`src/include/pitch_macros.svh`:
```
`ifndef PITCH_MACROS_SVH
`define PITCH_MACROS_SVH

//////////////////////////////
// Lag range of the pitch search
//////////////////////////////

`define PIT_MIN 20
`define PIT_MAX 143

// Lag limit in the first subframe
`define EARLY_LAG 84

//////////////////////////////
// Interpolation filter
//////////////////////////////

// Taps on each side of the point
`define L_INTER4 4
`define UP_SAMP 3
`define INTER_LEN 13

// Widths
`define CORR_AW 8
`define WORD_W 16
`define ACC_W 32

`endif
```
`src/hw/pitch_pkg.sv`:
```
`include "pitch_macros.svh"

package pitch_pkg;

	typedef logic signed [`WORD_W-1:0] word_t;
	typedef logic signed [`ACC_W-1:0] acc_t;
	typedef logic [`CORR_AW-1:0] lag_t;

	// -2 to +2 in steps of 1/3 sample
	typedef logic signed [2:0] frac_t;

	typedef struct packed {
		logic en;
		lag_t addr;
		word_t data;
	} corr_wr_t;

	typedef struct packed {
		lag_t t_min;
		lag_t t_max;
	} search_req_t;

	typedef struct packed {
		lag_t lag;
		word_t corr;
	} search_res_t;

	typedef struct packed {
		lag_t lag;
		frac_t frac;
	} interp_req_t;

	typedef struct packed {
		lag_t lag;
		frac_t frac;
	} pitch_res_t;

	typedef enum logic [2:0] {
		ctrl_idle,
		ctrl_search,
		ctrl_check,
		ctrl_interp,
		ctrl_adjust,
		ctrl_finish
	} ctrl_state_e;

	typedef enum logic [1:0] {
		interp_idle,
		interp_mac,
		interp_round
	} interp_state_e;

	// Q15 interpolation filter for the correlation, 1/3 resolution
	localparam word_t inter_3 [`INTER_LEN] = '{
		16'sd29443, 16'sd25207, 16'sd14701, 16'sd3143,
		-16'sd4402, -16'sd5850, -16'sd2783, 16'sd1211,
		16'sd3130, 16'sd2259, 16'sd0, -16'sd1652,
		-16'sd1666
	};

endpackage

```
`src/hw/corr_buffer.sv`:
```
`timescale 1ns/1ps

`include "pitch_macros.svh"

module corr_buffer (
	input logic clock,
	input pitch_pkg::corr_wr_t wr,
	input pitch_pkg::lag_t rd_addr_a,
	output pitch_pkg::word_t rd_data_a,
	input pitch_pkg::lag_t rd_addr_b,
	output pitch_pkg::word_t rd_data_b
);

	// One correlation value per integer lag
	pitch_pkg::word_t mem [2**`CORR_AW];

	//////////////////////////////
	// Write port
	//////////////////////////////

	always_ff @(posedge clock) begin
		if (wr.en) begin
			mem[wr.addr] <= wr.data;
		end
	end

	//////////////////////////////
	// Read ports
	//////////////////////////////

	// Port A for the lag search
	always_ff @(posedge clock) begin
		rd_data_a <= mem[rd_addr_a];
	end

	// Port B for the interpolator
	always_ff @(posedge clock) begin
		rd_data_b <= mem[rd_addr_b];
	end

endmodule

```
`config.mk`:
```
export PLATFORM = sky130hd
export DESIGN_NAME = corr_buffer
export DESIGN_NICKNAME = d
export VERILOG_FILES = /design/src/hw/pitch_pkg.sv /design/src/hw/corr_buffer.sv
export VERILOG_INCLUDE_DIRS = /design/src /design/src/include
export SDC_FILE = /design/constraint.sdc
export NUM_CORES = 2
export LEC_CHECK = 0
export BUFFER_PORTS_ARGS = -buffer_cell sky130_fd_sc_hd__buf_2
export CORE_MARGIN = 1.5
export CORE_UTILIZATION = 54
export CTS_CLUSTER_DIAMETER = 30
export DETAILED_ROUTE_END_ITERATION = 10
export PLACE_DENSITY = 0.65
export SYNTH_ARGS = -nofsm -noshare
export SYNTH_HDL_FRONTEND = slang
export SYNTH_SLANG_ARGS = --single-unit
```
`constraint.sdc`:
```
create_clock -name clock -period 5.4 [get_ports clock]
set_input_delay 0.81 -clock clock [delete_from_list [all_inputs] [get_ports clock]]
set_output_delay 0.81 -clock clock [all_outputs]
set_load 0.05 [all_outputs]
```
# [Yosys cells after proc, flatten, opt, wreduce, memory -nomap -nowiden]
# Memory sizes are Yosys's and may differ from the RTL's. A register that Yosys moved wholly into a read port is not among the register bits.
# Cells that the tools add are included.
[totals] n_memories=1 output_inout_bits=32 regBits=0 word_cells=3 ram_bits=4096 in_bits=42
[op_classes] n_mux=2
[memory_table] memory="mem" words=256 width=16 rd=2 rd_clocked_by_memory_dff=2 wr=1 line="corr_buffer.sv:15" source="pitch_pkg::word_t mem [2**`CORR_AW];"
[op_table] op="two-way mux 1 bit" n=2

# [Longest topological paths before layout]
[depth] ltp_word=2 ltp_mapped=13 ltp_nobuf=7

# [Worst setup path after synthesis]
# No wires, ideal clock.
[synth_timing] path_type="input-to-reg" startpoint="in rd_addr_b[0]" endpoint="reg rd_data_b[10] (read register of mem)" arrival_ns=2.947 required_time_ns=5.271 setup_time_ns=0.129 path_slack_ns=2.324 path_stages=8 path_buffers=2 path_cell_list="buf_4 > buf_1 > mux4_2 > mux4_2 > a22oi_1 > nand2_1 > o31ai_1 > nor3_1"
[synth_rtl] element="start: declaration" line="corr_buffer.sv:10" source="input pitch_pkg::lag_t rd_addr_b,"
[synth_rtl] element="end: declaration" line="corr_buffer.sv:11" source="output pitch_pkg::word_t rd_data_b"

==> flow_metrics.tcl <==
set metrics [dict create \
    synthToLayoutAreaGrowth_pct 19.7 \
    power_uw 92800 \
    synth_top_area_cell "sky130_fd_sc_hd__edfxtp_1" \
    crit_path_start "rd_addr_a[3]" \
    initial_antenna_violation_count 66 \
    synth.avg_cell_area_um2 18.9 \
    ios 74 \
    root_buffer "sky130_fd_sc_hd__clkbuf_16" \
    clk_pin_slew_worst_paths_ns 0.05 \
    setup.worst_path.class "input pin to register" \
    route.top_layer_used "met5" \
    drt_first_pass_iters 6 \
    initialDrtViolationCount 18200 \
    cts-hold-fix-buffers 0 \
    drtAntennaViolNets 0 \
    endpoint_kind "register" \
    worst_hold_path_type "input pin to register" \
    biggest_fanout_along_the_worst_timing_path 21 \
    synth_enable_flop_cells 4096 \
    finalCriticalPeriod_ns 4.50 \
    post_cts.resized_instances 0 \
    postSynthRegisterBits 4128 \
    postRouteWirelength_um 672000 \
    setup_repair_after_global_routing_missed_its_margin "no" \
    timing.max_cap.violations 0 \
    final_max_slew_viol_count 0 \
    wl_per_cell_um 40.9 \
    std_cell_rows 218 \
    drc 0 \
    cts_tree "done" \
    wirelength_met1_um 228000 \
    power.share.sequential_pct 38.4 \
    floorplan.initialDensity_pct 54.3 \
    htree_num_levels 6 \
    place.port_buffers 73 \
    total_die_area_um2 358000 \
    yosys.cell_types.count 59 \
    syn_std_cell_area_um2 192000 \
    clock_latency_ns 1.14 \
    die_width_um 599 \
    internal_power_uw 70900 \
    seq_area_frac_synth_pct 64.5 \
    pwr-share-clk_pct 55.0 \
    net-switching-power_uw 21900 \
    core_region_area_um2 353000 \
    drive_gt1_share_pct 35.3 \
    dpl.hpwl_um 417000 \
    num-fill-cells 23600 \
    multi_input_area_um2 64000 \
    arrival_ns 5.57 \
    first_global_vias 121000 \
    num-nets-final 11000 \
    ys_warnings 0 \
    synthesis.nets 10200 \
    cts_post_setup_buffers_inserted 0 \
    synthCells 10100 \
    final.period_utilization_pct 83.4 \
    synth_top_cell_area_share_pct 64.2 \
    tns_ns 0 \
    cp_data_required_time_ns 6.47 \
    final_hold_viol_count 0 \
    synthArstFlopShare_pct 0 \
    outcome "completed" \
    switching_share_pct 23.6 \
    first_pass_grt_wire_length_um 929000 \
    worst_r2r_startpoint "mem[30][13]" \
    placer_s_final_routability_congestion_estimate 1.00 \
    timing.fmax_mhz 222 \
    maximum_number_of_pins_on_one_net_before_global_route_repair 161 \
    num_vias 120000 \
    hold_path.startpoint "wr[1]" \
    static-leakage-power_uw 0.0758 \
    max_slew.worst_pin.slew_ns 1.44 \
    die-height_um 599 \
    cts-buffers-inserted 813 \
    cp-start-kind "input pin" \
    timing.max_slew.rel_slack_pct 3.53 \
    synth_area_leaders "sky130_fd_sc_hd__edfxtp_1, sky130_fd_sc_hd__mux4_2, sky130_fd_sc_hd__mux2i_1" \
    top_reg_cell_synth "sky130_fd_sc_hd__edfxtp_1" \
    grt.overflow.total 0 \
    regArea_um2 124000 \
    vias_per_cell 7.32 \
    power-per-cell-area_nw_per_um2 405 \
    dr_wl_met3_um 92100 \
    clock_tree.buffer_depth 4 \
    grt_use_total_pct 37.4 \
    met2_wl_um 297000 \
    clock_skew_ns 0.0946 \
    power_frac_comb_pct 6.7 \
    final_setup_violation_count 0 \
    cts_num_sinks 4128 \
    irDropWorstVdd_v 0.000463 \
]
-- routing by layer --
metal | vias up | GRT usage [%]
li1 | 46000 | -
met1 | 62500 | 48.3
met2 | 9641 | 54.5
met3 | 2059 | 11.7
met4 | 36 | 25.5
met5 | - | 0.174
-- per-stage QoR --
step,setup slack [ns],instance area [um2],utilization [%],cells,hold slack (ns)
floorplan,2.32,192000,-,10100,0.897
global placement,0.108,201000,56.9,14800,1.02
detailed placement,0.104,201000,57.0,14800,1.05
CTS,1.26,229000,64.9,16400,0.0260
global route,1.15,229000,64.9,16400,0.0409
finish,0.899,229000,65.0,16400,0.0544
-- state kept, by name, summed over array words and instances, names as in the netlist --
signal / count
rd_data_b: 16
rd_data_a: 16
mem: 4096
-- kinds of logic after synthesis --
family,Yosys count,synth area share (%)
AO/OA/AOI/OAI,1414,5.40
AND/OR/NAND/NOR,1028,2.43
multiplexers,2709,25.2
buffers and inverters,856,2.47
flip-flops,4128,64.5
-- critical path, cell delays in order --
cell and delay (ns):
sky130_fd_sc_hd__buf_2 0.71, sky130_fd_sc_hd__inv_6 0.37, sky130_fd_sc_hd__nand2b_1 0.82, sky130_fd_sc_hd__a2111oi_0 0.32, sky130_fd_sc_hd__a211o_1 0.31, sky130_fd_sc_hd__a2111oi_0 1.10
sky130_fd_sc_hd__and4_1 0.85, sky130_fd_sc_hd__and3_1 0.24
-- cells in the mapped netlist, drive strengths merged (6+ instances only) --
master and number:
nand2b 11, nor2 355, buf 467, o22ai 284
mux2i 1021, a22oi 119, and4 12, dfxtp 32
a221oi 48, nor4 39, nand4 30, a22o 55
a211oi 25, mux4 1688, o311ai 12, nand2 257
o21ai 74, clkbuf 383, a2111oi 39, o221ai 418
o211ai 59, nor2b 13, o31ai 27, a21oi 210
o21bai 11, nand3 83, and3 18, inv 6
edfxtp 4096, a211o 26, nor3 185
-- final timing paths --
kind	depth (start not counted)	slack, ns	endpoint
worst max register to register	6	1.84	rd_data_b[13]
worst min register to register	5	1.05	rd_data_b[0]
worst max-delay path	8	0.90	rd_data_a[9]
worst min-delay path	1	0.05	mem[86][1]
-- layout make-up --
cell class	instances	area share, %
Clock buffer	907	9.11
Inverter	6	0.0180
Sequential cell	4128	53.9
Multi-Input combinational cell	5151	27.9
Tap cell	4730	2.58
Clock inverter	616	3.14
Antenna cell	71	0.0775
Timing Repair Buffer	814	3.23
-- layout by cell type, fill, tap and decap left out, types with 81 or more instances in the layout --
cell type | netlist | final
sky130_fd_sc_hd__edfxtp_1 | 4096 | 4096
sky130_fd_sc_hd__mux4_2 | 1688 | 1688
sky130_fd_sc_hd__mux2i_1 | 1021 | 1021
sky130_fd_sc_hd__clkbuf_16 | 0 | 818
sky130_fd_sc_hd__buf_4 | 100 | 643
sky130_fd_sc_hd__o221ai_1 | 418 | 418
sky130_fd_sc_hd__o22ai_1 | 281 | 281
sky130_fd_sc_hd__nand2_1 | 257 | 252
sky130_fd_sc_hd__a21oi_1 | 210 | 210
sky130_fd_sc_hd__nor2_2 | 0 | 205
sky130_fd_sc_hd__nor3_1 | 185 | 175
sky130_fd_sc_hd__nor2_1 | 355 | 146
sky130_fd_sc_hd__clkinv_2 | 0 | 136
sky130_fd_sc_hd__a22oi_1 | 119 | 119
sky130_fd_sc_hd__bufinv_16 | 0 | 113
sky130_fd_sc_hd__clkinv_1 | 0 | 111
sky130_fd_sc_hd__buf_12 | 5 | 100
sky130_fd_sc_hd__clkinvlp_4 | 0 | 90
sky130_fd_sc_hd__clkbuf_1 | 382 | 81
-- power groups by stage --
stage / clock network (uW) / registers, uW / logic, uW
6_report: 51000 / 35600 / 6180
5_1_grt: 52700 / 35600 / 6290
2_1_floorplan: 0 / 36200 / 3290
3_5_place_dp: 0 / 36200 / 5990
4_1_cts: 51200 / 35600 / 6010
3_3_place_gp: 0 / 36200 / 5920
(Power assumes the default switching activity.)
