<file path="src/include/pitch_macros.svh">
`ifndef PITCH_MACROS_SVH
`define PITCH_MACROS_SVH

//////////////////////////////
// Lag range of the pitch search
//////////////////////////////

`define PIT_MIN 20
`define PIT_MAX 143

// Lag limit in the first subframe
`define EARLY_LAG 84

//////////////////////////////
// Interpolation filter
//////////////////////////////

// Taps on each side of the point
`define L_INTER4 4
`define UP_SAMP 3
`define INTER_LEN 13

// Widths
`define CORR_AW 8
`define WORD_W 16
`define ACC_W 32

`endif
</file>
<file path="src/hw/pitch_pkg.sv">
`include "pitch_macros.svh"

package pitch_pkg;

	typedef logic signed [`WORD_W-1:0] word_t;
	typedef logic signed [`ACC_W-1:0] acc_t;
	typedef logic [`CORR_AW-1:0] lag_t;

	// -2 to +2 in steps of 1/3 sample
	typedef logic signed [2:0] frac_t;

	typedef struct packed {
		logic en;
		lag_t addr;
		word_t data;
	} corr_wr_t;

	typedef struct packed {
		lag_t t_min;
		lag_t t_max;
	} search_req_t;

	typedef struct packed {
		lag_t lag;
		word_t corr;
	} search_res_t;

	typedef struct packed {
		lag_t lag;
		frac_t frac;
	} interp_req_t;

	typedef struct packed {
		lag_t lag;
		frac_t frac;
	} pitch_res_t;

	typedef enum logic [2:0] {
		ctrl_idle,
		ctrl_search,
		ctrl_check,
		ctrl_interp,
		ctrl_adjust,
		ctrl_finish
	} ctrl_state_e;

	typedef enum logic [1:0] {
		interp_idle,
		interp_mac,
		interp_round
	} interp_state_e;

	// Q15 interpolation filter for the correlation, 1/3 resolution
	localparam word_t inter_3 [`INTER_LEN] = '{
		16'sd29443, 16'sd25207, 16'sd14701, 16'sd3143,
		-16'sd4402, -16'sd5850, -16'sd2783, 16'sd1211,
		16'sd3130, 16'sd2259, 16'sd0, -16'sd1652,
		-16'sd1666
	};

endpackage

</file>
<file path="src/hw/lag_search.sv">
`timescale 1ns/1ps

`include "pitch_macros.svh"

module lag_search (
	input logic clock,
	input logic reset,
	input logic start,
	input pitch_pkg::search_req_t req,
	output pitch_pkg::lag_t rd_addr,
	input pitch_pkg::word_t rd_data,
	output logic done,
	output pitch_pkg::search_res_t res
);

	logic busy;
	pitch_pkg::lag_t addr;

	// Tracks the read that comes back from the buffer
	logic rd_valid;
	logic rd_last;
	pitch_pkg::lag_t rd_lag;

	assign rd_addr = addr;

	//////////////////////////////
	// Address stream
	//////////////////////////////

	always_ff @(posedge clock) begin
		if (reset) begin
			busy <= 1'b0;
			rd_valid <= 1'b0;
			rd_last <= 1'b0;
			done <= 1'b0;
		end else begin
			rd_valid <= busy;
			rd_last <= busy && (addr == req.t_max);
			done <= rd_valid && rd_last;
			if (start && !busy) begin
				busy <= 1'b1;
			end else if (busy && addr == req.t_max) begin
				busy <= 1'b0;
			end
		end
	end

	always_ff @(posedge clock) begin
		rd_lag <= addr;
		if (start && !busy) begin
			addr <= req.t_min;
		end else if (busy) begin
			addr <= addr + 1'b1;
		end
	end

	//////////////////////////////
	// Running maximum
	//////////////////////////////

	// Greater or equal, so a later lag wins a tie
	always_ff @(posedge clock) begin
		if (start && !busy) begin
			res.corr <= {1'b1, {(`WORD_W-1){1'b0}}};
			res.lag <= req.t_min;
		end else if (rd_valid && rd_data >= res.corr) begin
			res.corr <= rd_data;
			res.lag <= rd_lag;
		end
	end

	a_lag_in_range: assert property (@(posedge clock) disable iff (reset)
		done |-> (res.lag >= req.t_min && res.lag <= req.t_max))
		else $error("lag_search result outside the requested range");

endmodule

</file>
<file path="config.mk">
export PLATFORM = sky130hd
export DESIGN_NAME = lag_search
export DESIGN_NICKNAME = d
export VERILOG_FILES = /design/src/hw/pitch_pkg.sv /design/src/hw/lag_search.sv
export VERILOG_INCLUDE_DIRS = /design/src /design/src/include
export SDC_FILE = /design/constraint.sdc
export NUM_CORES = 1
export LEC_CHECK = 0
export ABC_AREA = 1
export ABC_CLOCK_PERIOD_IN_PS = 2100
export BUFFER_PORTS_ARGS = -buffer_cell sky130_fd_sc_hd__buf_2
export CORE_MARGIN = 8
export CORE_UTILIZATION = 40
export CTS_BUF_LIST = sky130_fd_sc_hd__clkbuf_2
export CTS_CLUSTER_DIAMETER = 60
export DETAILED_ROUTE_END_ITERATION = 12
export HOLD_SLACK_MARGIN = 0.06
export PLACE_DENSITY = 0.67
export SETUP_SLACK_MARGIN = 0.15
export SYNTH_ARGS = -nofsm -noshare
export SYNTH_HDL_FRONTEND = slang
export SYNTH_SLANG_ARGS = --single-unit
</file>
<file path="constraint.sdc">
create_clock -name clock -period 2.1 [get_ports clock]
set_input_delay 0 -clock clock [delete_from_list [all_inputs] [get_ports clock]]
set_output_delay 0 -clock clock [all_outputs]
set_load 0.05 [all_outputs]
</file>
## After elaboration in Yosys (flattened, before gate mapping)

Index checks and enable logic that the tools add are counted.

| word-level totals | value |
|---|---|
| bits in registers | 44 |
| input bits | 35 |
| output and inout port bits | 33 |
| word-level logic and storage cells | 25 |

| cells by class | value |
|---|---|
| add/sub/neg operators | 1 |
| $lt $le $gt $ge | 1 |
| eq/ne operators | 1 |
| muxes and demuxes | 6 |
| reduce and logical (&&, ||, !) cells | 8 |

Operators with widths:

| cell | number |
|---|---|
| 24-bit 2-to-1 mux | 2 |
| 16-bit greater-or-equal comparator | 1 |
| 8-bit 2-to-1 mux | 2 |
| 8-bit by 1-bit adder with 8-bit output, second input constant | 1 |
| 8-bit == test | 1 |
| 2-bit nonzero test | 3 |
| 1-bit logical AND | 4 |
| 1-bit 2-to-1 mux | 2 |
| 1-bit zero test | 1 |

## Depth between registers and ports, before layout

| logic depth | value |
|---|---|
| depth in word-level cells | 4 |
| gate-level depth with buffers | 15 |
| gate-level depth less buffers | 14 |

## Worst setup path before layout

OpenSTA, ideal clock, no wires.

| path | value |
|---|---|
| kind | register -> register |
| start point | register res[15] in the netlist's numbering |
| end point | register res[16] in the netlist's numbering, enable pin |
| library setup time | 329 ps |
| arrival time | 2071 ps |
| required time | 1771 ps |
| path slack | -299 ps |
| stages on the path, launching flop included | 13 |
| path buffers | 0 |
| period minus slack after synthesis | 2399 ps |
| cells stage by stage | dfxtp_1 inv_1 ha_1 nand2_1 nor2_2 nand2_1 nor2_2 nand2_1 nand3_1 nand2_1 nand3_4 nand2_2 nand2_1 |

| between the ends | value |
|---|---|
| longest elaborated chain between the ends | 3 |

Ends and longest elaborated chain:

| what | line | RTL |
|---|---|---|
| start, declared | lag_search.sv:13 | `output pitch_pkg::search_res_t res` |
| 16-bit greater-or-equal comparator | lag_search.sv:66 | `end else if (rd_valid && rd_data >= res.corr) begin` |
| 1-bit logical AND | lag_search.sv:66 |  |
| 2-bit nonzero test (no source line) | - |  |

Every way passes these cells.
A chain may end at the register's enable or synchronous reset.

## Worst setup path in the final report

| path | value |
|---|---|
| start point | register res[7] in the netlist's numbering |
| end point | register res[23] in the netlist's numbering, enable pin |

Same word-level chain as after synthesis.

==> flow_metrics.env <==
export IMPL_antennaDiodeCount=0
export IMPL_ant_nets=0
export IMPL_post_drt_wl_per_cell_um=13.1
export IMPL_tightest_slew_ps=867
export IMPL_path_cells="inv_1 > ha_4 > nand2_1 > inv_1 > nand3_2 > nor2_2 > nand2_1 > nand3_1 > nand2_2 > nand3_4 > nand2_8 > nand2_8"
export IMPL_cp_arrival_ps=2160
export IMPL_synth_seq_area_share_pct=44.3
export IMPL_die_x_um=92.6
export IMPL_worstPathMaxFanout=10
export IMPL_combPwrFrac_pct=46.2
export IMPL_drt_initial_drc_count=84
export IMPL_fmax_mhz=502
export IMPL_fin_nets=461
export IMPL_synth_cell_types=21
export IMPL_grt_start_max_net_pins=28
export IMPL_yosysTopAreaCell="dfxtp_1"
export IMPL_die_height_um=92.6
export IMPL_final_common_cell="buf_2"
export IMPL_hold_class="input port to register"
export IMPL_clock_sinks=44
export IMPL_ioPinCount=68
export IMPL_final_cell_mix="67 x buf_2, 55 x nand2_1, 52 x inv_1, 31 x dlygate4sd3_1, 29 x nor2_1"
export IMPL_cp_end_kind="register"
export IMPL_die_area_um2=8580
export IMPL_port_buffers=67
export IMPL_slew_headroom_pct=42.1
export IMPL_grt_pass1_wl_um=9560
export IMPL_critPathKind="register to register"
export IMPL_core_area_um2=5780
export IMPL_grt_pass1_vias=2070
export IMPL_maxCapViolations=0
export IMPL_vias=2272
export IMPL_ys_top_cells_by_area="dfxtp_1 24%, edfxtp_1 20%, nand2_1 10%"
export IMPL_ir_drop_mv=0.463
export IMPL_required_ps=2260
export IMPL_total_power_mw=3.05
export IMPL_cp_startpoint="res[7]"
export IMPL_first_pass_iters=4
export IMPL_setup_viol=0
export IMPL_fin_crit_ps=1990
export IMPL_yosysTopAreaCellShare_pct=23.9
export IMPL_clock_root_buffer="clkbuf_2"
export IMPL_fin_tns_setup_ps=0
export IMPL_area_growth_pct=50.3
export IMPL_intPower_mw=1.78
export IMPL_crit_end="res[23]"
export IMPL_routed_wl_um=6350
export IMPL_drive_gt1_share_pct=34.4
export IMPL_power_density_nw_per_um2=865
export IMPL_dpl_hpwl_um=4280
export IMPL_fin_crit_sh_pct=94.9
export IMPL_drc_errors=0
export IMPL_syn_avg_cell_area_um2=7.72
export IMPL_report_final_slew_viol_count=0
export IMPL_htreeDepth=2
export IMPL_grt_usage_pct=13.6
export IMPL_rr_worst_depth=12
export IMPL_grt_overflow_total=0
export IMPL_synth_area_um2=2350
export IMPL_startpoint_type="register"
export IMPL_cts_buffer_depth=2
export IMPL_r2r_end="res[23]"
export IMPL_cts_made_buffers=5
export IMPL_power_frac_seq_pct=37.3
export IMPL_clockPowerShare_pct=16.5
export IMPL_p_sw_share_pct=41.6
export IMPL_clk_pin_slew_worst_paths_ps=250
export IMPL_skew_ps=21.1
export IMPL_netlist_instances=304
export IMPL_insertion_delay_ps=420
export IMPL_postSynthNetCount=356
export IMPL_p_leak_nw=1.68
export IMPL_drt_vias_per_instance=4.68
export IMPL_rrSetupSlack_ps=110
export IMPL_crit_slowest_cell="dfxtp_4"
export IMPL_antenna_found_initial=0
export IMPL_critical_path_max_stage_delay_ps=400
export IMPL_ys_ff_latch=44
export IMPL_p_switching_mw=1.27
export IMPL_yosys_warnings=0
export IMPL_status="completed"
export IMPL_start_util_pct=40.6
export IMPL_num_rows=28
export IMPL_rsz0062_at_grt="true"
export IMPL_gp_congestion=0.812
export IMPL_final_hold_violation_count=0
export IMPL_cts_tree="built"
export IMPL_r2r_start="res[7]"
[power by group through the flow]
stage               combinational [mW]  clock (mW)  sequential [mW]
detailed placement                1.06           0             1.15
floorplan                        0.505           0             1.48
global placement                  1.04           0             1.15
global route                      1.51       0.553             1.16
CTS                               1.12       0.524             1.13
finish                            1.41       0.505             1.14
[critical path: cells and delay by family (launching register included)]
kind          cells  cell delay [ps]
buf+inv           2              140
flops             1              400
fa+ha+maj         1              270
simple gates      9              920
[layout make-up]
type,count,area [µm²]
repair buffers,109,779
clock inverters,3,47.5
flip-flops and latches,44,1080
well taps,75,93.8
multi-input cells,190,1280
fillers,501,2250
clock buffers,5,25.0
inverters,59,221
[metrics by stage]
step,setup slack [ps],area [µm²],std cells,utilization [%],hold WS (ps)
final,106,3530,485,61.0,325
after global routing,36.6,3530,485,61.0,308
after CTS,132,3230,482,55.9,294
after detailed placement,144,2820,441,48.9,225
after global placement,189,2820,441,48.9,225
after floorplan,151,2410,304,-,72.0
[how the worst min path moves through the flow]
stage / from / end / slack, ps / depth (start not counted)
final: reset / rd_valid / 330 / 3
after global routing: reset / rd_valid / 310 / 3
after CTS: reset / rd_valid / 290 / 3
after detailed placement: reset / rd_valid / 230 / 2
after global placement: reset / done / 230 / 2
after floorplan: reset / done / 70 / 1
[flip-flops by register name (all words and copies together), names as in the netlist]
signal	count
res	24
rd_addr	8
rd_lag	8
busy	1
done	1
rd_last	1
rd_valid	1
[per-layer routing]
metal	global-route usage, %	share of wire, %	vias to the layer above
met3	4.29	5.8	6
met5	0	0	-
met2	23.5	50	65
met4	3.36	0.80	0
met1	15.9	43	1017
li1	-	-	1184
[cell families after synthesis]
group	share of synthesized area, %
flip-flops	44.3
AO/OA/AOI/OAI	9.49
buffers and inverters	12.2
AND/OR/NAND/NOR	23.1
adder cells (fa/ha/maj)	9.06
XOR/XNOR	1.87
[synthesized netlist by cell type]
cell type and n:
nand2_1 63, inv_1 59, nor2_1 30, dfxtp_1 28
a21oi_1 22, nand3_1 22, ha_1 17, edfxtp_1 16
o21ai_0 10, o22ai_1 10, clkbuf_1 7, buf_6 3
nand4_1 3, nor3_1 3, xnor2_1 3, nor2_2 2
xor2_1 2, buf_1 1, nand2_2 1, nand3_4 1
nand4_2 1
[repair_timing]
action / in CTS / in global routing
endpoints found under the setup margin: 18 / 32
buffers inserted: 2 / 1
gates cloned: 0 / 2
pin swaps: 1 / 10
hold buffers: 31 / 0
endpoints found under the hold margin: 36 / 0
resized for setup: 2 / 42
Power figures use the tool's default switching activity.
