$ cat config.mk
export PLATFORM = sky130hd
export DESIGN_NAME = pitch_control
export DESIGN_NICKNAME = d
export VERILOG_FILES = /design/src/hw/pitch_pkg.sv /design/src/hw/pitch_control.sv
export VERILOG_INCLUDE_DIRS = /design/src /design/src/include
export SDC_FILE = /design/constraint.sdc
export NUM_CORES = 1
export LEC_CHECK = 0
export ABC_AREA = 1
export BUFFER_PORTS_ARGS = -buffer_cell sky130_fd_sc_hd__buf_2
export CORE_ASPECT_RATIO = 0.7
export CORE_MARGIN = 10
export CORE_UTILIZATION = 52
export CTS_CLUSTER_DIAMETER = 100
export CTS_CLUSTER_SIZE = 10
export DETAILED_ROUTE_END_ITERATION = 16
export PLACE_DENSITY = 0.8
export SKIP_CTS_REPAIR_TIMING = 1
export SYNTH_ARGS = -nofsm -noshare
export SYNTH_HDL_FRONTEND = slang
export SYNTH_SLANG_ARGS = --single-unit
$ cat constraint.sdc
create_clock -name clock -period 2.52 [get_ports clock]
set_clock_uncertainty 0.1 [all_clocks]
set_input_delay 0.504 -clock clock [delete_from_list [all_inputs] [get_ports clock]]
set_output_delay 0.504 -clock clock [all_outputs]
set_load 0.03 [all_outputs]
$ cat src/include/pitch_macros.svh
`ifndef PITCH_MACROS_SVH
`define PITCH_MACROS_SVH

//////////////////////////////
// Lag range of the pitch search
//////////////////////////////

`define PIT_MIN 20
`define PIT_MAX 143

// Lag limit in the first subframe
`define EARLY_LAG 84

//////////////////////////////
// Interpolation filter
//////////////////////////////

// Taps on each side of the point
`define L_INTER4 4
`define UP_SAMP 3
`define INTER_LEN 13

// Widths
`define CORR_AW 8
`define WORD_W 16
`define ACC_W 32

`endif
$ cat src/hw/pitch_pkg.sv
`include "pitch_macros.svh"

package pitch_pkg;

	typedef logic signed [`WORD_W-1:0] word_t;
	typedef logic signed [`ACC_W-1:0] acc_t;
	typedef logic [`CORR_AW-1:0] lag_t;

	// -2 to +2 in steps of 1/3 sample
	typedef logic signed [2:0] frac_t;

	typedef struct packed {
		logic en;
		lag_t addr;
		word_t data;
	} corr_wr_t;

	typedef struct packed {
		lag_t t_min;
		lag_t t_max;
	} search_req_t;

	typedef struct packed {
		lag_t lag;
		word_t corr;
	} search_res_t;

	typedef struct packed {
		lag_t lag;
		frac_t frac;
	} interp_req_t;

	typedef struct packed {
		lag_t lag;
		frac_t frac;
	} pitch_res_t;

	typedef enum logic [2:0] {
		ctrl_idle,
		ctrl_search,
		ctrl_check,
		ctrl_interp,
		ctrl_adjust,
		ctrl_finish
	} ctrl_state_e;

	typedef enum logic [1:0] {
		interp_idle,
		interp_mac,
		interp_round
	} interp_state_e;

	// Q15 interpolation filter for the correlation, 1/3 resolution
	localparam word_t inter_3 [`INTER_LEN] = '{
		16'sd29443, 16'sd25207, 16'sd14701, 16'sd3143,
		-16'sd4402, -16'sd5850, -16'sd2783, 16'sd1211,
		16'sd3130, 16'sd2259, 16'sd0, -16'sd1652,
		-16'sd1666
	};

endpackage

$ cat src/hw/pitch_control.sv
`timescale 1ns/1ps

`include "pitch_macros.svh"

module pitch_control (
	input logic clock,
	input logic reset,
	input logic start,
	input pitch_pkg::search_req_t req,
	input logic first_subfr,
	output logic search_start,
	input logic search_done,
	input pitch_pkg::search_res_t search_res,
	output logic interp_start,
	output pitch_pkg::interp_req_t interp_req,
	input logic interp_done,
	input pitch_pkg::word_t interp_value,
	output logic done,
	output pitch_pkg::pitch_res_t result
);

	pitch_pkg::ctrl_state_e state;

	pitch_pkg::lag_t best_lag;
	pitch_pkg::frac_t cur_frac;
	pitch_pkg::frac_t best_frac;
	pitch_pkg::word_t max_val;

	assign interp_req.lag = best_lag;
	assign interp_req.frac = cur_frac;

	//////////////////////////////
	// Sequencer
	//////////////////////////////

	always_ff @(posedge clock) begin
		if (reset) begin
			state <= pitch_pkg::ctrl_idle;
			search_start <= 1'b0;
			interp_start <= 1'b0;
			cur_frac <= '0;
			done <= 1'b0;
			result <= '0;
		end else begin
			search_start <= 1'b0;
			interp_start <= 1'b0;
			done <= 1'b0;
			case (state)
				pitch_pkg::ctrl_idle: begin
					if (start && req.t_min <= req.t_max) begin
						search_start <= 1'b1;
						state <= pitch_pkg::ctrl_search;
					end
				end
				pitch_pkg::ctrl_search: begin
					if (search_done) begin
						state <= pitch_pkg::ctrl_check;
					end
				end
				pitch_pkg::ctrl_check: begin
					// Long lags in the first subframe keep the integer lag
					if (first_subfr && best_lag > `EARLY_LAG) begin
						state <= pitch_pkg::ctrl_finish;
					end else begin
						cur_frac <= -3'sd2;
						interp_start <= 1'b1;
						state <= pitch_pkg::ctrl_interp;
					end
				end
				pitch_pkg::ctrl_interp: begin
					if (interp_done) begin
						if (cur_frac == 3'sd2) begin
							state <= pitch_pkg::ctrl_adjust;
						end else begin
							cur_frac <= cur_frac + 3'sd1;
							interp_start <= 1'b1;
						end
					end
				end
				pitch_pkg::ctrl_adjust: begin
					state <= pitch_pkg::ctrl_finish;
				end
				pitch_pkg::ctrl_finish: begin
					result.lag <= best_lag;
					result.frac <= best_frac;
					done <= 1'b1;
					state <= pitch_pkg::ctrl_idle;
				end
				default: state <= pitch_pkg::ctrl_idle;
			endcase
		end
	end

	//////////////////////////////
	// Best lag and fraction
	//////////////////////////////

	always_ff @(posedge clock) begin
		if (state == pitch_pkg::ctrl_search && search_done) begin
			best_lag <= search_res.lag;
			best_frac <= '0;
		end
		// Strictly larger, first candidate is -2
		if (state == pitch_pkg::ctrl_interp && interp_done) begin
			if (cur_frac == -3'sd2 || interp_value > max_val) begin
				max_val <= interp_value;
				best_frac <= cur_frac;
			end
		end
		// Edge fractions fold onto the neighbouring lag
		if (state == pitch_pkg::ctrl_adjust) begin
			if (best_frac == -3'sd2) begin
				best_frac <= 3'sd1;
				best_lag <= best_lag - 1'b1;
			end else if (best_frac == 3'sd2) begin
				best_frac <= -3'sd1;
				best_lag <= best_lag + 1'b1;
			end
		end
	end

	a_done_pulse: assert property (@(posedge clock) disable iff (reset)
		done |=> !done)
		else $error("pitch_control done held for more than one cycle");

endmodule

# Word-level counts from Yosys, hierarchy flattened
# Cells that the tools add are included.
dict set report word_totals {
  ff_bits 47
  input_bits 62
  out_inout_bits 25
  wordCells 69
}
dict set report classes {
  add_sub_neg 3
  magnitude_cmp 3
  eq_ne 15
  muxes 26
  bitwise_logic 1
  n_reduce_logical 11
}
# operator count
set op_table {}
lappend op_table {{$mux 3} 14}
lappend op_table {{$mux 8} 4}
lappend op_table {{$gt 16x16->1} 1}
lappend op_table {{$pmux 3 s5} 1}
lappend op_table {{$eq 3x2->1 const B} 4}
lappend op_table {{$eq 3x3->1 const B} 4}
lappend op_table {{$ne 2x2->1 const B} 6}
lappend op_table {{$add 8x1->8 const B} 1}
lappend op_table {{$gt 8x7->1 const B} 1}
lappend op_table {{$le 8x8->1} 1}
lappend op_table {{$reduce_and 4->1} 2}
lappend op_table {{$sub 8x1->8 const B} 1}
lappend op_table {{$pmux 3 s2} 1}
lappend op_table {{$mux 1} 5}
lappend op_table {{$logic_and 1x1->1} 4}
lappend op_table {{$add 3x2->3 const B} 1}
lappend op_table {{$eq 3x1->1 const B} 1}
lappend op_table {{$logic_not 3->1} 1}
lappend op_table {{$pmux 1 s2} 1}
lappend op_table {{$reduce_and 2->1} 1}
lappend op_table {{$reduce_bool 2->1} 1}
lappend op_table {{$reduce_or 2->1} 1}
lappend op_table {{$logic_or 1x1->1} 1}
lappend op_table {{$not 1->1} 1}

# Logic depth before layout (Yosys ltp)
dict set report logic_depth {
  depth_word 8
  mapped_depth 17
  mapped_depth_nobuf 17
}

# Least setup slack after synthesis
# No wires, ideal clock.
dict set report synth_timing {
  kind {in2reg}
  startpoint {input port interp_value[7]}
  endpoint {register max_val[0], enable pin}
  setup_time_ps 331
  arrival_time_ps 1716
  t_required_ps 2089
  setup_slack_ps 372
  cell_stages 11
  n_path_buf 0
  cell_sequence {ha_1 > a21o_1 > nor2_1 > nand3_2 > nand2_2 > nand2_1 > nand2_1 > nand2_2 > nand2_4 > nand2_4 > inv_2}
}
dict set report synth_via {
  elab_chain_cells 3
}
# item line
set synth_lines {}
lappend synth_lines {{start: declaration} pitch_control.sv:17} ;# input pitch_pkg::word_t interp_value,
lappend synth_lines {{$gt 16x16->1} pitch_control.sv:105} ;# if (cur_frac == -3'sd2 || interp_value > max_val) begin
lappend synth_lines {{$logic_or 1x1->1} pitch_control.sv:105}
lappend synth_lines {{$reduce_and 2->1 (no source line)} n/a}
lappend synth_lines {{end signal: assignment} pitch_control.sv:106} ;# max_val <= interp_value;
lappend synth_lines {{end: declaration} pitch_control.sv:27} ;# pitch_pkg::word_t max_val;
# No other way between the ends.
# A chain may end at the register's enable or synchronous reset.

# Worst setup path after layout
dict set report layout_timing {
  startpoint {register max_val[11]}
  endpoint {register max_val[2], enable pin}
}
dict set report layout_via {
  elab_chain_cells 3
}
# item line
set layout_lines {}
lappend layout_lines {{$gt 16x16->1} pitch_control.sv:105}
lappend layout_lines {{$logic_or 1x1->1} pitch_control.sv:105}
lappend layout_lines {{$reduce_and 2->1 (no source line)} n/a}
# No other way between the ends.

==> metrics.txt <==
Hold Path Stages=1; dpl hpwl=5.865 mm; Core ar.=5395 um2; fill count=496; area grow syn2layout=17.10%; H-tree levels=2; vias post-DR=2626; antenna violations before repair=0; Setup TNS Final=0 ns; gr ovfl total=0; CP max-delay cell=edfxtp_1; DR WL/cell=14.06 um; die height=83.40 um; Critical Path Max Stage Delay=0.34 ns; metal2 WL=3.089 mm; crit-path cells=inv_1 > ha_1 > nand2_1 > inv_1 > nand3_1 > nor2_1 > nand2_2 > a21oi_2 > nand2_2 > nand2_4 > nand2_4 > inv_2 > buf_12; # rows=22; starting density of the core=0.5533; Slew headroom=0.5169; clk buf depth=2; CTS buffer count=5; Post-Synthesis Cells=373; routed length on met1=3.423 mm; # nets final=533; Worst EP required=2.43 ns; worst reg2reg path depth=13; port bufs=70; yosys warns=0; first-pass GRT wire length=12.14 mm; DRT antenna net count=0; Cell Pwr Density=686.6 nW/um2; CP Capture Type=flop; vias per cell=5.099; first drt pass iteration count=4; final wirelength=7.243 mm; sequential share of the synthesized area=0.3688; Met3 Wirelength=619 um; IO Pins=87; flops & latches, synth=47; crit path DAT=2.02 ns; Iter 0 DRT Violations=142; Syn Std Cell Area=2985 um2; Syn Nets=464; DRC=0; Final period util=0.8382; vias in the first global route=2550; Sequential cell area=1101 um2; largest net degree at the start of global routing=21; syn avg cell area=8.004 um2; GRT Util Overall=0.1519; Lkg Pwr=1.738 nW; Fin. Hold Viols=0; CP max FO=17; HP Class=input port to flop; Root Driver=clkbuf_8; RSZ-0062 raised after global routing=no; Worst-Margin Slew=0.7237 ns; final hold slack=0.2938 ns; Clock Sinks=47; ANT cells=0; critical path type=flop to flop; final setup fails=0; Worst Setup Start Kind=flop; outcome=finished clean; area of the multi-input gates=1568 um2; Final Max Slew Viols=0; Clock transition at path regs=0.09 ns; die footprint=9220 um2; Peak supply drop=0.4149 mV; clk_lat worst skew=0.30 ns; share of post-route cells with drive strength above 1=0.2754; max frequency=473.4 MHz; Max-Cap Viols=0; Max Used Layer=met4; routability cong.=0.9504; Synth cell types=43; Final min period=2.112 ns; Die X=110.6 um; CTS tree=built
==> flip-flops by register name, summed over array words and instances (netlist names) <==
| register | cells |
|---|---|
| best_frac | 3 |
| best_lag | 8 |
| cur_frac | 3 |
| done | 1 |
| interp_start | 1 |
| max_val | 16 |
| result | 11 |
| search_start | 1 |
| state | 3 |
==> metrics by stage <==
stage                     total power (W)  worst slack (ns)  instance area [um2]  instances  utilization
after floorplan                  0.001649            0.3724                 2985        373            -
after global placement           0.001844            0.2088                 3388        507       0.6280
after detailed placement         0.001862            0.1420                 3388        507       0.6280
after CTS                        0.002404            0.3847                 3496        515       0.6480
after global routing             0.002561            0.2151                 3496        515       0.6480
final                            0.002400            0.4078                 3496        515       0.6480
==> metal layers <==
metal | vias to the layer above | GRT usage
li1 | 1357 | -
met1 | 1174 | 0.2060
met2 | 83 | 0.2288
met3 | 12 | 0.04741
met4 | 0 | 0.03396
met5 | - | 0
==> synthesized netlist by cell type (all sizes together) <==
library cell  count  area share
nand2            75        0.11
inv              69       0.087
nor2             32       0.058
dfxtp            31        0.21
ha               29        0.12
nand3            29       0.055
a21oi            27       0.049
o21ai            22       0.038
edfxtp           16        0.16
nand4             6       0.017
nor3              6       0.017
buf               5       0.014
xor2              5       0.015
clkbuf            4      0.0050
o221ai            3       0.011
a211oi            2      0.0067
a31oi             2      0.0042
a21o              1      0.0025
a32o              1      0.0034
and2              1      0.0021
nor4              1      0.0021
o21a              1      0.0025
o21bai            1      0.0025
o22ai             1      0.0021
o31ai             1      0.0025
or2               1      0.0021
xnor2             1      0.0029
==> layout make-up <==
cell class,instances,share of cell area
clock buffers,5,0.01969
clock inverters,3,0.01110
inverters,69,0.07409
multi-input cells,248,0.4485
flip-flops and latches,47,0.3150
well taps,72,0.02577
repair buffers,71,0.1059
==> cells by family after synthesis <==
group | Yosys count | synth area share
buffers and inverters | 78 | 0.1060
flip-flops | 47 | 0.3688
AO/OA/AOI/OAI | 62 | 0.1245
adder cells (fa/ha/maj) | 29 | 0.1215
AND/OR/NAND/NOR | 151 | 0.2615
XOR/XNOR | 6 | 0.01760
==> cells in the final DEF (no fill, tap or decap), types with 4 or more instances in the layout <==
cell type / count
inv_1: 57
nand4_1: 4
nand3_2: 4
xor2_1: 5
ha_1: 29
nand2_2: 7
buf_2: 70
inv_2: 12
dfxtp_1: 31
a21oi_1: 24
edfxtp_1: 16
nand2_1: 65
nor2_1: 26
nand3_1: 25
o21ai_1: 7
nor2_4: 5
o21ai_0: 14
clkbuf_8: 5
==> path summary, 6_finish.rpt <==
check / start / to / slack (ns)
setup / recovery: max_val[11] / max_val[2] / 0.41
hold / removal: interp_value[10] / max_val[10] / 0.29
setup reg to reg: max_val[11] / max_val[2] / 0.41
hold reg to reg: result[4] / result[4] / 0.36
==> critical path, delay by kind of cell (launching register included) <==
kind / cells / cell delay (ns)
simple gates: 7 / 0.65
flops: 1 / 0.34
buf+inv: 4 / 0.32
fa+ha+maj: 1 / 0.29
compound gates: 1 / 0.13
==> power breakdown <==
group	internal [W]	switching [W]
clock network	0.000291	0.000257
logic	0.000286	0.000527
registers	0.000864	0.000175
Note: power is estimated with default switching activity, not from simulation.
