`src/include/pitch_macros.svh`:
```
`ifndef PITCH_MACROS_SVH
`define PITCH_MACROS_SVH

//////////////////////////////
// Lag range of the pitch search
//////////////////////////////

`define PIT_MIN 20
`define PIT_MAX 143

// Lag limit in the first subframe
`define EARLY_LAG 84

//////////////////////////////
// Interpolation filter
//////////////////////////////

// Taps on each side of the point
`define L_INTER4 4
`define UP_SAMP 3
`define INTER_LEN 13

// Widths
`define CORR_AW 8
`define WORD_W 16
`define ACC_W 32

`endif
```
`src/hw/pitch_pkg.sv`:
```
`include "pitch_macros.svh"

package pitch_pkg;

	typedef logic signed [`WORD_W-1:0] word_t;
	typedef logic signed [`ACC_W-1:0] acc_t;
	typedef logic [`CORR_AW-1:0] lag_t;

	// -2 to +2 in steps of 1/3 sample
	typedef logic signed [2:0] frac_t;

	typedef struct packed {
		logic en;
		lag_t addr;
		word_t data;
	} corr_wr_t;

	typedef struct packed {
		lag_t t_min;
		lag_t t_max;
	} search_req_t;

	typedef struct packed {
		lag_t lag;
		word_t corr;
	} search_res_t;

	typedef struct packed {
		lag_t lag;
		frac_t frac;
	} interp_req_t;

	typedef struct packed {
		lag_t lag;
		frac_t frac;
	} pitch_res_t;

	typedef enum logic [2:0] {
		ctrl_idle,
		ctrl_search,
		ctrl_check,
		ctrl_interp,
		ctrl_adjust,
		ctrl_finish
	} ctrl_state_e;

	typedef enum logic [1:0] {
		interp_idle,
		interp_mac,
		interp_round
	} interp_state_e;

	// Q15 interpolation filter for the correlation, 1/3 resolution
	localparam word_t inter_3 [`INTER_LEN] = '{
		16'sd29443, 16'sd25207, 16'sd14701, 16'sd3143,
		-16'sd4402, -16'sd5850, -16'sd2783, 16'sd1211,
		16'sd3130, 16'sd2259, 16'sd0, -16'sd1652,
		-16'sd1666
	};

endpackage

```
`src/hw/frac_interp.sv`:
```
`timescale 1ns/1ps

`include "pitch_macros.svh"

module frac_interp (
	input logic clock,
	input logic reset,
	input logic start,
	input pitch_pkg::interp_req_t req,
	output pitch_pkg::lag_t rd_addr,
	input pitch_pkg::word_t rd_data,
	output logic done,
	output pitch_pkg::word_t value
);

	pitch_pkg::interp_state_e state;

	pitch_pkg::lag_t base;
	logic [1:0] frac_f;
	logic [3:0] tap;

	logic rd_valid;
	logic rd_last;
	pitch_pkg::word_t coef_q;
	pitch_pkg::acc_t acc;

	logic [1:0] tap_k;
	logic [3:0] k3;
	logic [3:0] cidx;
	logic [`ACC_W:0] rsum;

	// Doubled product added with saturation, as in L_mac
	function automatic pitch_pkg::acc_t l_mac(input pitch_pkg::acc_t s,
		input pitch_pkg::word_t a, input pitch_pkg::word_t b);
		pitch_pkg::acc_t prod;
		pitch_pkg::acc_t dbl;
		logic [`ACC_W:0] sum;
		prod = a * b;
		if (prod == 32'sh4000_0000) begin
			dbl = 32'sh7fff_ffff;
		end else begin
			dbl = prod <<< 1;
		end
		sum = {s[`ACC_W-1], s} + {dbl[`ACC_W-1], dbl};
		if (sum[`ACC_W] != sum[`ACC_W-1]) begin
			l_mac = sum[`ACC_W] ? 32'sh8000_0000 : 32'sh7fff_ffff;
		end else begin
			l_mac = sum[`ACC_W-1:0];
		end
	endfunction

	//////////////////////////////
	// Tap address and coefficient
	//////////////////////////////

	// Even taps walk down from base, odd taps walk up from base + 1
	always_comb begin
		tap_k = tap[2:1];
		k3 = 4'(tap_k) * 4'(`UP_SAMP);
		if (!tap[0]) begin
			rd_addr = base - pitch_pkg::lag_t'(tap_k);
			cidx = 4'(frac_f) + k3;
		end else begin
			rd_addr = base + pitch_pkg::lag_t'(tap_k) + 1'b1;
			cidx = 4'(`UP_SAMP) - 4'(frac_f) + k3;
		end
	end

	// Round to the upper half with saturation
	assign rsum = {acc[`ACC_W-1], acc} + ({{`ACC_W{1'b0}}, 1'b1} << (`WORD_W - 1));

	//////////////////////////////
	// Control
	//////////////////////////////

	always_ff @(posedge clock) begin
		if (reset) begin
			state <= pitch_pkg::interp_idle;
			tap <= '0;
			rd_valid <= 1'b0;
			rd_last <= 1'b0;
			done <= 1'b0;
		end else begin
			done <= 1'b0;
			rd_valid <= (state == pitch_pkg::interp_mac) && !tap[3];
			rd_last <= (tap == 4'(2 * `L_INTER4 - 1));
			case (state)
				pitch_pkg::interp_idle: begin
					tap <= '0;
					if (start) begin
						state <= pitch_pkg::interp_mac;
					end
				end
				pitch_pkg::interp_mac: begin
					if (!tap[3]) begin
						tap <= tap + 1'b1;
					end
					if (rd_valid && rd_last) begin
						state <= pitch_pkg::interp_round;
					end
				end
				pitch_pkg::interp_round: begin
					done <= 1'b1;
					state <= pitch_pkg::interp_idle;
				end
				default: state <= pitch_pkg::interp_idle;
			endcase
		end
	end

	//////////////////////////////
	// Datapath
	//////////////////////////////

	always_ff @(posedge clock) begin
		coef_q <= pitch_pkg::inter_3[cidx];
		if (state == pitch_pkg::interp_idle && start) begin
			acc <= '0;
			// Negative fraction moves to the lag below
			if (req.frac[2]) begin
				base <= req.lag - 1'b1;
				frac_f <= 2'(req.frac + 3'sd3);
			end else begin
				base <= req.lag;
				frac_f <= req.frac[1:0];
			end
		end else if (rd_valid) begin
			acc <= l_mac(acc, rd_data, coef_q);
		end
		if (state == pitch_pkg::interp_round) begin
			if (rsum[`ACC_W] != rsum[`ACC_W-1]) begin
				value <= 16'sh7fff;
			end else begin
				value <= rsum[`ACC_W-1 -: `WORD_W];
			end
		end
	end

	a_frac_range: assert property (@(posedge clock) disable iff (reset)
		start |-> ($signed(req.frac) >= -2 && $signed(req.frac) <= 2))
		else $error("frac_interp started with a fraction outside -2 to +2");

endmodule

```
`config.mk`:
```
export PLATFORM = sky130hd
export DESIGN_NAME = frac_interp
export DESIGN_NICKNAME = d
export VERILOG_FILES = /design/src/hw/pitch_pkg.sv /design/src/hw/frac_interp.sv
export VERILOG_INCLUDE_DIRS = /design/src /design/src/include
export SDC_FILE = /design/constraint.sdc
export NUM_CORES = 1
export LEC_CHECK = 0
export BUFFER_PORTS_ARGS = -buffer_cell sky130_fd_sc_hd__buf_4
export CORE_UTILIZATION = 59
export DETAILED_ROUTE_END_ITERATION = 6
export PLACE_DENSITY = 0.76
export SKIP_CTS_REPAIR_TIMING = 1
export SYNTH_ARGS = -nofsm -noshare
export SYNTH_HDL_FRONTEND = slang
export SYNTH_SLANG_ARGS = --single-unit
```
`constraint.sdc`:
```
create_clock -name clock -period 10.1 [get_ports clock]
set_input_delay 1.01 -clock clock [delete_from_list [all_inputs] [get_ports clock]]
set_output_delay 1.01 -clock clock [all_outputs]
set_load 0.01 [all_outputs]
```
; ---- After elaboration in Yosys (flattened, before gate mapping)
; Memory sizes are Yosys's and may differ from the RTL's. A register that Yosys moved wholly into a read port is not among the register bits.
; Cells that the tools add are included.
[classes]
eq_ne = 9
add_sub_neg = 11
reduce_logical = 8
muxes = 15
bitwise = 1
mul = 2
[op_table]
columns = operator, n
row1 = $mux 32, 5
row2 = $add 32x17->33 const B, 1
row3 = $add 32x32->33, 1
row4 = $eq 32x32->1 const B, 1
row5 = $mul 16x16->32, 1
row6 = $mux 8, 2
row7 = $add 8x1->8 const B, 1
row8 = $add 8x2->8, 1
row9 = $mux 4, 2
row10 = $pmux 4 s2, 1
row11 = $sub 8x1->8 const B, 1
row12 = $sub 8x2->8, 1
row13 = $mux 2, 3
row14 = $not 4->5, 1
row15 = $add 2x4->4, 1
row16 = $add 4x1->4 const B, 1
row17 = $add 4x4->4, 1
row18 = $eq 4x3->1 const B, 1
row19 = $mul 2x2->4 const B, 1
row20 = $ne 2x2->1 const B, 2
row21 = $pmux 2 s2, 1
row22 = $reduce_and 2->1, 2
row23 = $logic_and 1x1->1, 3
row24 = $sub 2x2->3 const A, 1
row25 = other kinds (9), 10
[totals]
word_cells = 57
ff_bits = 67
mem_count = 1
romBits = 256
[mem_list]
columns = memory, words, word_bits, rd, rd_ports_with_merged_regs, write_ports, line
row1 = (name not given), 16, 16, 1, 1, 0, frac_interp.sv:116  ; coef_q <= pitch_pkg::inter_3[cidx];

; ---- Longest topological paths before layout
[depth]
ltp_word = 8
ltp_mapped = 40

; ---- Worst setup path after synthesis
; Ideal clock, no wire load.
[synth_path]
path_kind = input to register
from = in rd_data[15]
to = reg acc[10]
path_buffers = 6
setup_time_ns = 0.132
t_required_ns = 9.968
slack_ns = -0.990
arrival_ns = 10.958
stages = 37
path_cell_list = clkbuf_1 nand2_1 fa_1 inv_1 fa_1 inv_1 fa_1 inv_1 fa_1 inv_1 fa_1 fa_1 xnor2_1 xnor2_1 xnor3_1 nor2b_1 or4_4 or4b_2 nor4_1 nand4_1 clkbuf_1 clkbuf_1 nand2_1 ha_1 clkbuf_1 a221o_1 a311o_1 a21oi_1 a31oi_1 o21ai_0 nor2_1 a221oi_1 a22o_1 clkbuf_1 buf_1 maj3_1 a21oi_1
[synth_via]
elab_chain_cells = 8
[synth_lines]
columns = element, line
row1 = start: declaration, frac_interp.sv:11  ; input pitch_pkg::word_t rd_data,
row2 = $mul 16x16->32 *, frac_interp.sv:38  ; prod = a * b;
row3 = $eq 32x32->1, frac_interp.sv:39  ; if (prod == 32'sh4000_0000) begin
row4 = $mux 32 *, frac_interp.sv:39
row5 = $mux 32 *, frac_interp.sv:127  ; end else if (rd_valid) begin
row6 = $mux 32 *, frac_interp.sv:117  ; if (state == pitch_pkg::interp_idle && start) begin
row7 = $add 32x32->33 *, frac_interp.sv:44  ; sum = {s[`ACC_W-1], s} + {dbl[`ACC_W-1], dbl};
row8 = $mux 32 or $ne 1x1->1 (tied branches), "frac_interp.sv:46, frac_interp.sv:45"
row9 = $mux 32 *, frac_interp.sv:45  ; if (sum[`ACC_W] != sum[`ACC_W-1]) begin
row10 = end signal: assignment, frac_interp.sv:128  ; acc <= l_mac(acc, rd_data, coef_q);
row11 = end: declaration, frac_interp.sv:25  ; pitch_pkg::acc_t acc;
; Mark *: on every way between the ends. The rest lies on a longest branch, timed or not. The select of a mux whose other input is x is not followed.
; A chain may end at the register's enable or synchronous reset.

; ---- Final worst setup path
[layout_path]
from = in rd_data[15]
to = reg acc[16]
; Same word-level chain as after synthesis.

==> run_results.csv <==
group,metric,value,unit
run_status,status,"complete, but fails checks",
run_status,failed_checks,"DRC",
min_path,hp-start,"rd_last",
final_layout,regArea,0.00193,mm^2
clocking,clkSlewWorstSetupHoldPaths,70,ps
sta,clock_skew,10.7,ps
worst_setup_path,r2r_start,"coef_q[9]",
worst_setup_path,cpMostUsedCell,"fa_2",
worst_setup_path,crit_arrival,10130,ps
global_routing,antenna_found_initial,0,
drt,drt_wl_total,38.4,mm
floorplan,ioPinCount,55,
drt,ant_nets,0,
synth,netlist_area,0.0159,mm^2
worst_setup_path,required,10380,ps
sta,setup_ws,245,ps
clocking,cts-root-buf,"clkbuf_16",
clocking,cts_max_level,3,
sta,worst_slew_pin_slew,1290,ps
final_layout,nNetsFinal,2303,
drt,drtPass1Iterations,7,
final_layout,drive_gt1_share,12.8,%
synth,yosysUniqueCellTypes,68,
worst_setup_path,critPathLaunch,"rd_data[15]",
clocking,clock_latency,350,ps
global_routing,gr-total-overflow,0,
sta,finalCritPeriodShare,97.6,%
drt,wl_per_cell,17.3,um
worst_setup_path,cp.buffers_inverters,6,
final_layout,antennaDiodeCount,0,
sta,setup_viol,0,
placed_design,dp_hpwl,30.9,mm
drt,vias,12778,
synth,synth_edf_count,26,
clocking,cts_tree,"built",
floorplan,dieWidth,166,um
worst_setup_path,startpoint_type,"primary input",
worst_setup_path,slowest_delay,580,ps
placed_design,portBuffers,54,
drt,drtIter0Drc,851,
floorplan,die-area,0.0276,mm^2
global_routing,grt_pass1_vias,13443,
synth,synthFlopType,"dfxtp_1",
clocking,cts.path.max_buffers,2,
placed_design,post-place-ws,-335,ps
sta,fin_setup_tns,0,ps
synth,synth_area_per_cell,8.91,um^2
sta,finalHoldViolCount,0,
clocking,cts_buffers,9,
floorplan,start_util,60.6,%
global_routing,grt_use_total,29.0,%
floorplan,num_rows,59,
sta,slew_headroom,13.6,%
drt,routed_via_density,5.77,
sta,hold-worst-slack,512,ps
min_path,hold_class,"flip-flop to flip-flop",
synth,synthTopCellsByArea,"fa_1 (33%), ha_1 (10%), dfxtp_1 (7.2%)",
worst_setup_path,cp-end-kind,"flip-flop",
clocking,cts.sinks,83,
worst_setup_path,slowest_stage,"fa_2",
synth,yosysTopAreaCell,"fa_1",
synth,syn_nets,2215,
synth,yosysTopAreaCellShare,33.5,%
worst_setup_path,crit_family,"adder cells",
final_layout,n_fill_cell,2110,
run,cap_violations,0,
global_routing,grt_max_degree,64,
synth,ys_ff_latch,83,
global_routing,grt_pass1_wl,64.9,mm
sta,fmax,101,MHz
synth,async_flop_share,0,%
sta,slew_violations,0,
placed_design,place_congestion,0.936,
worst_setup_path,worst-path-max-fanout,11,
drt,drc_errors,1,
floorplan,core-area,0.0263,mm^2
synth,ys_seq_area_share,12.1,%
floorplan,die_y,166,um
synth,yosys_warnings,0,
worst_setup_path,crit_type,"primary input to flip-flop",
sta,period_minus_slack,9860,ps
final_layout,multi_input_area,0.0131,mm^2
synth,syn-instance-count,1786,
final_layout,area_delta_synth_final,12.4,%
final cells by class:
cell class	count	share of cell area [%]
Multi-Input combinational cell	1363	73.0
Sequential cell	83	10.8
Clock inverter	7	0.455
Tap cell	335	2.34
Timing Repair Buffer	150	6.57
Inverter	267	5.60
Clock buffer	9	1.26
worst reg2reg max path: cells and delay by family, from the launching register on:
kind	cells	cell delay [ps]
fa+ha+maj	9	3790
simple gates	7	2360
compound gates	9	1760
flops	1	760
xor+xnor	3	590
buf+inv	4	470
path summary, 6_finish.rpt:
check                                 to  slack, ps  depth (start not counted)
worst min-delay path            state[1]        510                          2
worst min register to register  state[1]        510                          2
worst max-delay path             acc[16]        240                         34
worst max register to register   acc[16]        300                         32
sequential cells by signal (all words and copies together) (netlist names), 2 cells and up:
name / cells
state: 2
frac_f: 2
coef_q: 16
base: 8
value: 16
acc: 32
tap: 4
metrics by stage:
stage	cell area, um^2	utilization [%]	instances
finish	17900	68.1	2214
global route	17900	68.1	2214
CTS	17400	66.4	2199
detailed placement	17100	65.2	2183
global placement	17100	65.2	2183
floorplan	16000	-	1786
logic make-up (layout without fill, tap and decap cells):
kind of cell    Yosys count  count (layout)  synth area share [%]
buf+inv                 340             433                  8.02
fa+ha+maj               427             427                  45.7
xor+xnor                 91              91                  5.09
mux                       6               6                 0.385
flops                    83              83                  12.1
compound gates          305             305                  11.9
simple gates            534             534                  16.9
synthesized netlist by cell type, types with 15 or more instances:
cell type / number
nand4_1: 15
xor2_1: 39
edfxtp_1: 26
maj3_1: 28
and2_1: 139
fa_1: 266
a21oi_1: 99
nand2_1: 191
nor3_1: 20
nand2b_1: 26
a21o_1: 23
nand3_1: 24
nor2_1: 66
inv_1: 267
ha_1: 133
o21ai_0: 79
xnor2_1: 51
clkbuf_1: 68
o21a_1: 17
dfxtp_1: 57
layout by cell type, fill, tap and decap left out, types with 38 or more instances in the layout:
cell       n
nand2_1  191
ha_1     127
fa_1     261
o21ai_0   72
and2_1   138
xnor2_1   46
xor2_1    38
buf_4    145
a21oi_1   80
nor2_1    65
inv_1    265
dfxtp_1   53
routing by layer:
layer  wire, um  part of all wire (%)  GRT usage [%]
met3       2000                   5.2           4.03
met5          0                     0              0
met4       1180                   3.1           9.10
met2      19500                    51           50.8
met1      15700                    41           37.2
Power is not shown: default switching activity piles up to over one toggle a cycle in this logic, so the estimate is an artifact.
